## src/common/otp_lc_macros.svh

```systemverilog
// Sizes are tied together by hand, keep LC_DATA_W equal to LC_NUM_WORDS times OTP_WORD_W
`ifndef OTP_LC_MACROS_SVH
`define OTP_LC_MACROS_SVH

// Native fuse word and array geometry
`define OTP_WORD_W     16
`define OTP_NUM_WORDS  16
`define OTP_ADDR_W     4

// Life-cycle partition inside the array
`define LC_NUM_WORDS   4
`define LC_DATA_W      64
`define LC_BASE_ADDR   8

// Cycles from grant to response, at least 1
`define OTP_WRITE_LAT  2

`endif

```

## src/common/otp_lc_pkg.sv

```systemverilog
// Types only; the 3-bit error encoding matches the macro response field and must not change

package otp_lc_pkg;

  ////////////////////////////////////////////////////////////////////////////
  // OTP command
  ////////////////////////////////////////////////////////////////////////////

  // One bit is enough since the link only carries single word accesses
  typedef enum logic {
    OtpRead  = 1'b0,
    OtpWrite = 1'b1
  } otp_cmd_e;

  ////////////////////////////////////////////////////////////////////////////
  // Error codes
  ////////////////////////////////////////////////////////////////////////////

  // Codes returned by the macro with rvalid, and held by the LCI
  // Values 2, 4, 5 and 6 are reserved
  typedef enum logic [2:0] {
    // Access completed
    NoError              = 3'd0,
    // Address outside the fuse array
    MacroError           = 3'd1,
    // Write would clear a bit that is already programmed
    MacroWriteBlankError = 3'd3,
    // LCI locked by escalation, counter fault or an invalid state
    FsmStateError        = 3'd7
  } otp_err_e;

endpackage : otp_lc_pkg

```

## src/common/otp_if.sv

```systemverilog
// Single outstanding access only; command fields must stay stable while req waits for gnt
`timescale 1ns/1ps

`include "otp_lc_macros.svh"

interface otp_if (
  input logic clk_i
);

  import otp_lc_pkg::*;

  // Request side, driven by the controller
  logic                   req;
  otp_cmd_e               cmd;
  logic [`OTP_ADDR_W-1:0] addr;
  logic [`OTP_WORD_W-1:0] wdata;

  // Response side, driven by the macro
  logic                   gnt;
  logic                   rvalid;
  otp_err_e               err;

  // Life-cycle controller end of the link
  modport ctrl (
    input  clk_i,
    output req,
    output cmd,
    output addr,
    output wdata,
    input  gnt,
    input  rvalid,
    input  err
  );

  // Fuse macro end of the link
  modport macro (
    input  clk_i,
    input  req,
    input  cmd,
    input  addr,
    input  wdata,
    output gnt,
    output rvalid,
    output err
  );

endinterface : otp_if

```

## src/otp_lci/otp_word_cnt.sv

```systemverilog
// Two-bit word index only; err_o stays high once the copies diverge until clr or reset
`timescale 1ns/1ps

module otp_word_cnt (
  input  logic       clk_i,
  input  logic       rst_ni,
  // Clear has priority over increment
  input  logic       clr_i,
  input  logic       incr_i,
  output logic [1:0] cnt_o,
  output logic       err_o
);

  // Up copy starts at zero, down copy at all ones
  logic [1:0] up_q;
  logic [1:0] down_q;

  always_ff @(posedge clk_i or negedge rst_ni) begin : p_cnt
    if (!rst_ni) begin
      up_q   <= 2'b00;
      down_q <= 2'b11;
    end else if (clr_i) begin
      up_q   <= 2'b00;
      down_q <= 2'b11;
    end else if (incr_i) begin
      up_q   <= up_q + 2'd1;
      down_q <= down_q - 2'd1;
    end
  end

  assign cnt_o = up_q;

  // Sum of both copies is all ones exactly when down is the inverse of up
  assign err_o = (down_q != ~up_q);

endmodule : otp_word_cnt

```

## src/otp_lci/otp_lci.sv

```systemverilog
// Programs the whole partition per request; any error or escalation locks it until reset
`timescale 1ns/1ps

`include "otp_lc_macros.svh"

module otp_lci (
  input  logic                   clk_i,
  input  logic                   rst_ni,
  input  logic                   lci_en_i,
  // Single bit escalation forcing the terminal state
  input  logic                   escalate_en_i,
  // Level request with data held by the requester until ack
  input  logic                   lc_req_i,
  input  logic [`LC_DATA_W-1:0]  lc_data_i,
  output logic                   lc_ack_o,
  output logic                   lc_err_o,
  output otp_lc_pkg::otp_err_e   error_o,
  output logic                   fsm_err_o,
  output logic                   lci_prog_idle_o,
  otp_if.ctrl                    otp
);

  import otp_lc_pkg::*;

  localparam logic [1:0] LastWord = 2'(`LC_NUM_WORDS - 1);

  ////////////////////////////////////////////////////////////////////////////
  // Controller FSM
  ////////////////////////////////////////////////////////////////////////////

  // Plain binary encoding with unused codes 5 to 7 caught by the trap branch
  typedef enum logic [2:0] {
    ResetSt     = 3'd0,
    IdleSt      = 3'd1,
    WriteSt     = 3'd2,
    WriteWaitSt = 3'd3,
    ErrorSt     = 3'd4
  } state_e;

  state_e   state_d, state_q;
  otp_err_e error_d, error_q;
  logic     cnt_clr, cnt_incr, cnt_err;
  logic [1:0] cnt;

  assign error_o = error_q;

  always_comb begin : p_fsm
    state_d         = state_q;
    error_d         = error_q;
    cnt_clr         = 1'b0;
    cnt_incr        = 1'b0;
    lci_prog_idle_o = 1'b0;
    lc_ack_o        = 1'b0;
    lc_err_o        = 1'b0;
    fsm_err_o       = 1'b0;
    otp.req         = 1'b0;
    otp.cmd         = OtpRead;

    unique case (state_q)
      // Hold here until the LCI is enabled
      ResetSt: begin
        if (lci_en_i) begin
          state_d = IdleSt;
        end
      end
      // Ready for a transition request
      IdleSt: begin
        lci_prog_idle_o = 1'b1;
        if (lc_req_i) begin
          state_d = WriteSt;
          cnt_clr = 1'b1;
        end
      end
      // Present one word and hold req until granted
      WriteSt: begin
        otp.req = 1'b1;
        otp.cmd = OtpWrite;
        if (otp.gnt) begin
          state_d = WriteWaitSt;
        end
      end
      // Wait for the response of the current word
      WriteWaitSt: begin
        if (otp.rvalid) begin
          // Keep the code but carry on with the remaining words
          if (otp.err != NoError) begin
            error_d = otp.err;
          end
          if (cnt == LastWord) begin
            lc_ack_o = 1'b1;
            state_d  = IdleSt;
            // Any collected error fails the whole transition
            if (error_d != NoError) begin
              lc_err_o = 1'b1;
              state_d  = ErrorSt;
            end
          end else begin
            state_d  = WriteSt;
            cnt_incr = 1'b1;
          end
        end
      end
      // Terminal state ignores all further requests
      ErrorSt: begin
        if (error_q == NoError) begin
          error_d = FsmStateError;
        end
      end
      // Glitched state register
      default: begin
        state_d   = ErrorSt;
        fsm_err_o = 1'b1;
        if (error_q == NoError) begin
          error_d = FsmStateError;
        end
      end
    endcase

    // Escalation and counter faults win over everything above
    if (escalate_en_i || cnt_err) begin
      state_d   = ErrorSt;
      fsm_err_o = 1'b1;
      if (error_q == NoError) begin
        error_d = FsmStateError;
      end
    end
  end

  ////////////////////////////////////////////////////////////////////////////
  // Word counter and address
  ////////////////////////////////////////////////////////////////////////////

  otp_word_cnt otp_word_cnt_i (
    .clk_i  (clk_i),
    .rst_ni (rst_ni),
    .clr_i  (cnt_clr),
    .incr_i (cnt_incr),
    .cnt_o  (cnt),
    .err_o  (cnt_err)
  );

  // Partition base plus word index
  assign otp.addr = `OTP_ADDR_W'(`LC_BASE_ADDR) + `OTP_ADDR_W'(cnt);

  // Split the life-cycle value into native words with the lowest word first
  logic [`LC_NUM_WORDS-1:0][`OTP_WORD_W-1:0] lc_words;

  assign lc_words  = lc_data_i;
  // Data bus is quiet while no request is pending
  assign otp.wdata = otp.req ? lc_words[cnt] : '0;

  ////////////////////////////////////////////////////////////////////////////
  // Registers
  ////////////////////////////////////////////////////////////////////////////

  always_ff @(posedge clk_i or negedge rst_ni) begin : p_regs
    if (!rst_ni) begin
      state_q <= ResetSt;
      error_q <= NoError;
    end else begin
      state_q <= state_d;
      error_q <= error_d;
    end
  end

endmodule : otp_lci

```

## src/verilog/otp_macro_model.sv

```systemverilog
// Behavioural fuse array, blank at time zero and kept over reset; reads only via the test port
`timescale 1ns/1ps

`include "otp_lc_macros.svh"

module otp_macro_model (
  input  logic                   clk_i,
  input  logic                   rst_ni,
  otp_if.macro                   otp,
  // Combinational fuse read for test
  input  logic [`OTP_ADDR_W-1:0] test_addr_i,
  output logic [`OTP_WORD_W-1:0] test_rdata_o
);

  import otp_lc_pkg::*;

  localparam int unsigned LatW = $clog2(`OTP_WRITE_LAT) + 1;

  ////////////////////////////////////////////////////////////////////////////
  // Fuse array
  ////////////////////////////////////////////////////////////////////////////

  logic [`OTP_WORD_W-1:0] fuse_q [`OTP_NUM_WORDS];

  // Blank fuses at power up
  initial begin
    for (int i = 0; i < `OTP_NUM_WORDS; i++) begin
      fuse_q[i] = '0;
    end
  end

  ////////////////////////////////////////////////////////////////////////////
  // Access check
  ////////////////////////////////////////////////////////////////////////////

  logic            busy_q;
  logic [LatW-1:0] lat_q;
  otp_err_e        err_d, err_q;
  logic            xfer, addr_ok, wr_ok;

  // Grant whenever nothing is in flight
  assign otp.gnt = ~busy_q;
  assign xfer    = otp.req & otp.gnt;
  assign addr_ok = int'(otp.addr) < `OTP_NUM_WORDS;

  always_comb begin : p_check
    err_d = NoError;
    wr_ok = 1'b0;
    if (!addr_ok) begin
      err_d = MacroError;
    end else if (otp.cmd == OtpWrite) begin
      // A one in the array with a zero in wdata cannot be undone
      if (|(fuse_q[otp.addr] & ~otp.wdata)) begin
        err_d = MacroWriteBlankError;
      end else begin
        wr_ok = 1'b1;
      end
    end
  end

  // Write takes effect at the grant edge
  always_ff @(posedge clk_i) begin : p_fuse
    if (xfer && wr_ok) begin
      fuse_q[otp.addr] <= otp.wdata;
    end
  end

  ////////////////////////////////////////////////////////////////////////////
  // Response timing
  ////////////////////////////////////////////////////////////////////////////

  // Latency counter counts down to zero, response in the zero cycle
  always_ff @(posedge clk_i or negedge rst_ni) begin : p_lat
    if (!rst_ni) begin
      busy_q <= 1'b0;
      lat_q  <= '0;
    end else if (xfer) begin
      busy_q <= 1'b1;
      lat_q  <= LatW'(`OTP_WRITE_LAT - 1);
    end else if (busy_q) begin
      if (lat_q == '0) begin
        busy_q <= 1'b0;
      end else begin
        lat_q <= lat_q - 1'b1;
      end
    end
  end

  // Response code captured with the grant
  always_ff @(posedge clk_i) begin : p_err
    if (xfer) begin
      err_q <= err_d;
    end
  end

  assign otp.rvalid = busy_q && (lat_q == '0);
  assign otp.err    = otp.rvalid ? err_q : NoError;

  // Out of range test addresses read as blank
  assign test_rdata_o = (int'(test_addr_i) < `OTP_NUM_WORDS) ? fuse_q[test_addr_i] : '0;

endmodule : otp_macro_model

```

## src/verilog/otp_lc_top.sv

```systemverilog
// Plain ports toward the life-cycle side; fuse contents are visible only through test_addr_i
`timescale 1ns/1ps

`include "otp_lc_macros.svh"

module otp_lc_top (
  input  logic                   clk_i,
  input  logic                   rst_ni,
  input  logic                   lci_en_i,
  input  logic                   escalate_en_i,
  // Transition request
  input  logic                   lc_req_i,
  input  logic [`LC_DATA_W-1:0]  lc_data_i,
  output logic                   lc_ack_o,
  output logic                   lc_err_o,
  // Status
  output otp_lc_pkg::otp_err_e   error_o,
  output logic                   fsm_err_o,
  output logic                   lci_prog_idle_o,
  // Test read port
  input  logic [`OTP_ADDR_W-1:0] test_addr_i,
  output logic [`OTP_WORD_W-1:0] test_rdata_o
);

  // Link between controller and fuse macro
  otp_if otp_if_i (
    .clk_i (clk_i)
  );

  otp_lci otp_lci_i (
    .clk_i           (clk_i),
    .rst_ni          (rst_ni),
    .lci_en_i        (lci_en_i),
    .escalate_en_i   (escalate_en_i),
    .lc_req_i        (lc_req_i),
    .lc_data_i       (lc_data_i),
    .lc_ack_o        (lc_ack_o),
    .lc_err_o        (lc_err_o),
    .error_o         (error_o),
    .fsm_err_o       (fsm_err_o),
    .lci_prog_idle_o (lci_prog_idle_o),
    .otp             (otp_if_i.ctrl)
  );

  otp_macro_model otp_macro_model_i (
    .clk_i        (clk_i),
    .rst_ni       (rst_ni),
    .otp          (otp_if_i.macro),
    .test_addr_i  (test_addr_i),
    .test_rdata_o (test_rdata_o)
  );

endmodule : otp_lc_top

```

## config.mk

```make
export PLATFORM = sky130hd
export DESIGN_NAME = otp_lc_top
export DESIGN_NICKNAME = d
export VERILOG_FILES = /design/src/common/otp_lc_pkg.sv /design/src/common/otp_if.sv /design/src/otp_lci/otp_word_cnt.sv /design/src/otp_lci/otp_lci.sv /design/src/verilog/otp_macro_model.sv /design/src/verilog/otp_lc_top.sv
export VERILOG_INCLUDE_DIRS = /design/src /design/src/common
export SDC_FILE = /design/constraint.sdc
export NUM_CORES = 1
export LEC_CHECK = 0
export ABC_AREA = 0
export BUFFER_PORTS_ARGS = -buffer_cell sky130_fd_sc_hd__buf_4
export CAP_MARGIN = 25
export CORE_MARGIN = 2
export CORE_UTILIZATION = 49
export DETAILED_ROUTE_END_ITERATION = 12
export GPL_TIMING_DRIVEN = 0
export PLACE_DENSITY = 0.74
export SLEW_MARGIN = 10
export SYNTH_ARGS = -nofsm -noshare
export SYNTH_HDL_FRONTEND = slang
export SYNTH_SLANG_ARGS = --single-unit
```

## constraint.sdc

```tcl
create_clock -name clk_i -period 2.35 [get_ports clk_i]
set_input_delay 0.47 -clock clk_i [delete_from_list [all_inputs] [get_ports clk_i]]
set_output_delay 0.47 -clock clk_i [all_outputs]
set_load 0.05 [all_outputs]
```

==> impl_metrics.env <==
export IMPL_grt_use_met1_pct=26.55
export IMPL_core_area_mm2=0.008593
export IMPL_synthDistinctLibCells=37
export IMPL_fmax_mhz=374.4
export IMPL_skew_ps=12.10
export IMPL_clk_latency_ps=350
export IMPL_grtUsageMet2_pct=38.14
export IMPL_clockBufferDepth=2
export IMPL_synth_area_mm2=0.004265
export IMPL_whs_ps=359.2
export IMPL_fin_nets=469
export IMPL_outcome="complete, but fails checks"
export IMPL_worst_slew_pin_slew_ps=673.3
export IMPL_worstSetupStartpointType="flop"
export IMPL_endpoint_kind="flop"
export IMPL_dieArea_mm2=0.009467
export IMPL_rsz0062_at_grt="true"
export IMPL_pwr_density_cell_mw_per_mm2=488.8
export IMPL_io_pins=96
export IMPL_worst_slew_margin_rel_pct=54.70
export IMPL_grtUsageTotal_pct=21.17
export IMPL_synth_top_cell_by_area="edfxtp_1"
export IMPL_leakagePower_nw=2.093
export IMPL_failed_checks="negative setup slack"
export IMPL_path_max_fanout=7
export IMPL_total_power_mw=2.822
export IMPL_antenna_cells=0
export IMPL_hold_viol_final=0
export IMPL_grt_util_met3_pct=4.245
export IMPL_async_flop_share_pct=16.67
export IMPL_area_growth_pct=35.35
export IMPL_crit_type="flop to flop"
export IMPL_synth_edf_count=65
export IMPL_initial_core_util_pct=49.64
export IMPL_dr_pass1_iters=4
export IMPL_drc=0
export IMPL_crit_chain="buf_6 -> buf_12 -> buf_4 -> mux4_2 -> nand2b_1 -> nand4_2 -> nor4_4 -> buf_4 -> and3_4 -> clkbuf_16"
export IMPL_placed_area_mm2=0.005147
export IMPL_clock_sinks=78
export IMPL_avgSynthCellArea_um2=16.16
export IMPL_period_minus_slack_ps=2671
export IMPL_clockRootBuffer="clkbuf_8"
export IMPL_grt_pass1_wl_mm=15.28
export IMPL_grt_overflow_total=0
export IMPL_slowest_stage="dfrtp_1"
export IMPL_place_ws_ps=-387.2
export IMPL_h_tree_depth=3
export IMPL_wl_per_cell_um=19.68
export IMPL_place_gp_congestion=0.7588
export IMPL_cts_made_buffers=9
export IMPL_ys_ff_latch=78
export IMPL_port_buffers=93
export IMPL_max_cap_viol_count=0
export IMPL_finalWirelength_mm=9.897
export IMPL_peakVddDrop_v=0.0003231
export IMPL_placementRows=34
export IMPL_yosysMostFrequentCell="edfxtp_1"
export IMPL_drv_slew=0
export IMPL_setup_viol=64
export IMPL_antenna_found_initial=0
export IMPL_setup_slack_ps=-320.7
export IMPL_synthTopCellsByArea="edfxtp_1, mux4_2, dfrtp_1"
export IMPL_ys_warn_count=0
export IMPL_synthTopCellsByCount="edfxtp_1, mux4_2, nand2b_1"
export IMPL_crit_family="simple AND/OR/NAND/NOR gates"
export IMPL_synthCells=264
export IMPL_crit_top_cell="buf_4"
export IMPL_clk_pin_slew_ps=80
export IMPL_arrival_ps=2750
export IMPL_hpwl_mm=6.632
export IMPL_seq_area_frac_synth_pct=53.45
export IMPL_critPathBufInv=5
export IMPL_grt_pass1_vias=2977
export IMPL_synth_flop_cell="edfxtp_1"
export IMPL_vias=2885
export IMPL_grt_busiest_layer="met2"
export IMPL_grt_start_max_net_pins=14
export IMPL_synth_top_area_share_pct=45.76
export IMPL_max_stage_delay_ps=410
export IMPL_fin_area_mm2=0.005773
export IMPL_required_ps=2420
export IMPL_final_layout_size_suffix_gt1_share_pct=54.94
export IMPL_fin_crit_sh_pct=113.6
export IMPL_postRouteAntennaNets=0
export IMPL_syn_nets=342
export IMPL_n_fill_cell=616
export IMPL_via_per_inst=5.736
export IMPL_drtIter0Drc=124
export IMPL_die_w_um=97.30
export IMPL_min_path_type="primary input to flop"
export IMPL_die_h_um=97.30
export IMPL_cts_tree="done"
## sequential cells by signal, indices dropped and copies added, names as in the netlist
name,flops
otp_lci_i.error_o,3
otp_lci_i.otp_word_cnt_i.down_q,2
otp_macro_model_i.err_q,1
otp_lci_i.otp_word_cnt_i.cnt_o,2
otp_macro_model_i.fuse_q,64
otp_macro_model_i.busy_q,1
otp_macro_model_i.lat_q,2
otp_lci_i.state_q,3
## worst reg2reg max path: cells and delay by family, from the launching register on
family                 cells  cell delay (ps)
flip-flops                 1              410
buffers and inverters      5              810
multiplexers               1              340
AND/OR/NAND/NOR            4              860
## cell families after synthesis
| family | synth area share [%] |
|---|---|
| compound gates | 2.318 |
| mux | 25.93 |
| simple gates | 12.70 |
| xor+xnor | 1.027 |
| fa+ha+maj | 1.467 |
| buf+inv | 3.109 |
| flops | 53.45 |
## final cells by class
type / count / area (µm²) / share of cell area [%]
Buffer: 13 / 128.9 / 2.232
Clock buffer: 9 / 123.9 / 2.146
Clock inverter: 6 / 87.58 / 1.517
Inverter: 9 / 33.78 / 0.5852
Multi-Input combinational cell: 162 / 1947 / 33.72
Sequential cell: 78 / 2280 / 39.49
Tap cell: 108 / 135.1 / 2.341
Timing Repair Buffer: 118 / 1037 / 17.97
## path summary, 6_finish.rpt
path	slack, ps	endpoint	cells after the start	from
hold / removal	360	otp_lci_i.otp_word_cnt_i.down_q[1]	3	lc_req_i
hold reg to reg	500	otp_macro_model_i.lat_q[0]	1	otp_macro_model_i.lat_q[0]
min in group asynchronous	500	otp_lci_i.state_q[1]	2	rst_ni
setup reg to reg	-320	otp_macro_model_i.fuse_q[8][2]	10	otp_lci_i.otp_word_cnt_i.cnt_o[0]
max in group asynchronous	1620	otp_lci_i.otp_word_cnt_i.down_q[0]	2	rst_ni
setup / recovery	-320	otp_macro_model_i.fuse_q[8][2]	10	otp_lci_i.otp_word_cnt_i.cnt_o[0]
## repair_timing
action	CTS	global route
gates resized for setup	15	21
hold buffers	1	0
cloned	1	1
pin swaps	6	6
setup endpoints to repair	75	71
setup buffers	17	5
hold endpoints to repair	11	0
## per-layer routing
| layer | up-vias | part of all wire [%] |
|---|---|---|
| li1 | 1303 | - |
| met1 | 1483 | 40 |
| met2 | 88 | 54 |
| met3 | 11 | 4.9 |
| met4 | 0 | 0.96 |
| met5 | - | 0 |
## stage by stage
| stage | instances | util (%) | TNS, ps |
|---|---|---|---|
| after floorplan | 264 | - | 0 |
| after global placement | 465 | 59.90 | -26800 |
| after detailed placement | 465 | 59.90 | -27600 |
| after CTS | 499 | 65.81 | -15590 |
| after global routing | 503 | 67.18 | -19210 |
| final | 503 | 67.18 | -17350 |
## placed cells by master (no fill, tap or decap), types with 5 or more instances in the layout
cell      count
nor2b_2      10
nand2b_1     15
edfxtp_1     65
inv_1         9
nand2_1      11
buf_6         7
mux4_2       47
buf_4       107
and2_1       17
nor2b_1       7
ha_1          5
buf_12       10
dfrtp_1      11
clkbuf_8      9
## power by group
part	total (mW)	internal, mW	switching [mW]
sequential	1.48	1.48	0
combinational	0.268	0.146	0.122
clock	1.08	0.590	0.486
total	2.82	2.21	0.608
Note: power is estimated with default switching activity, not from simulation.
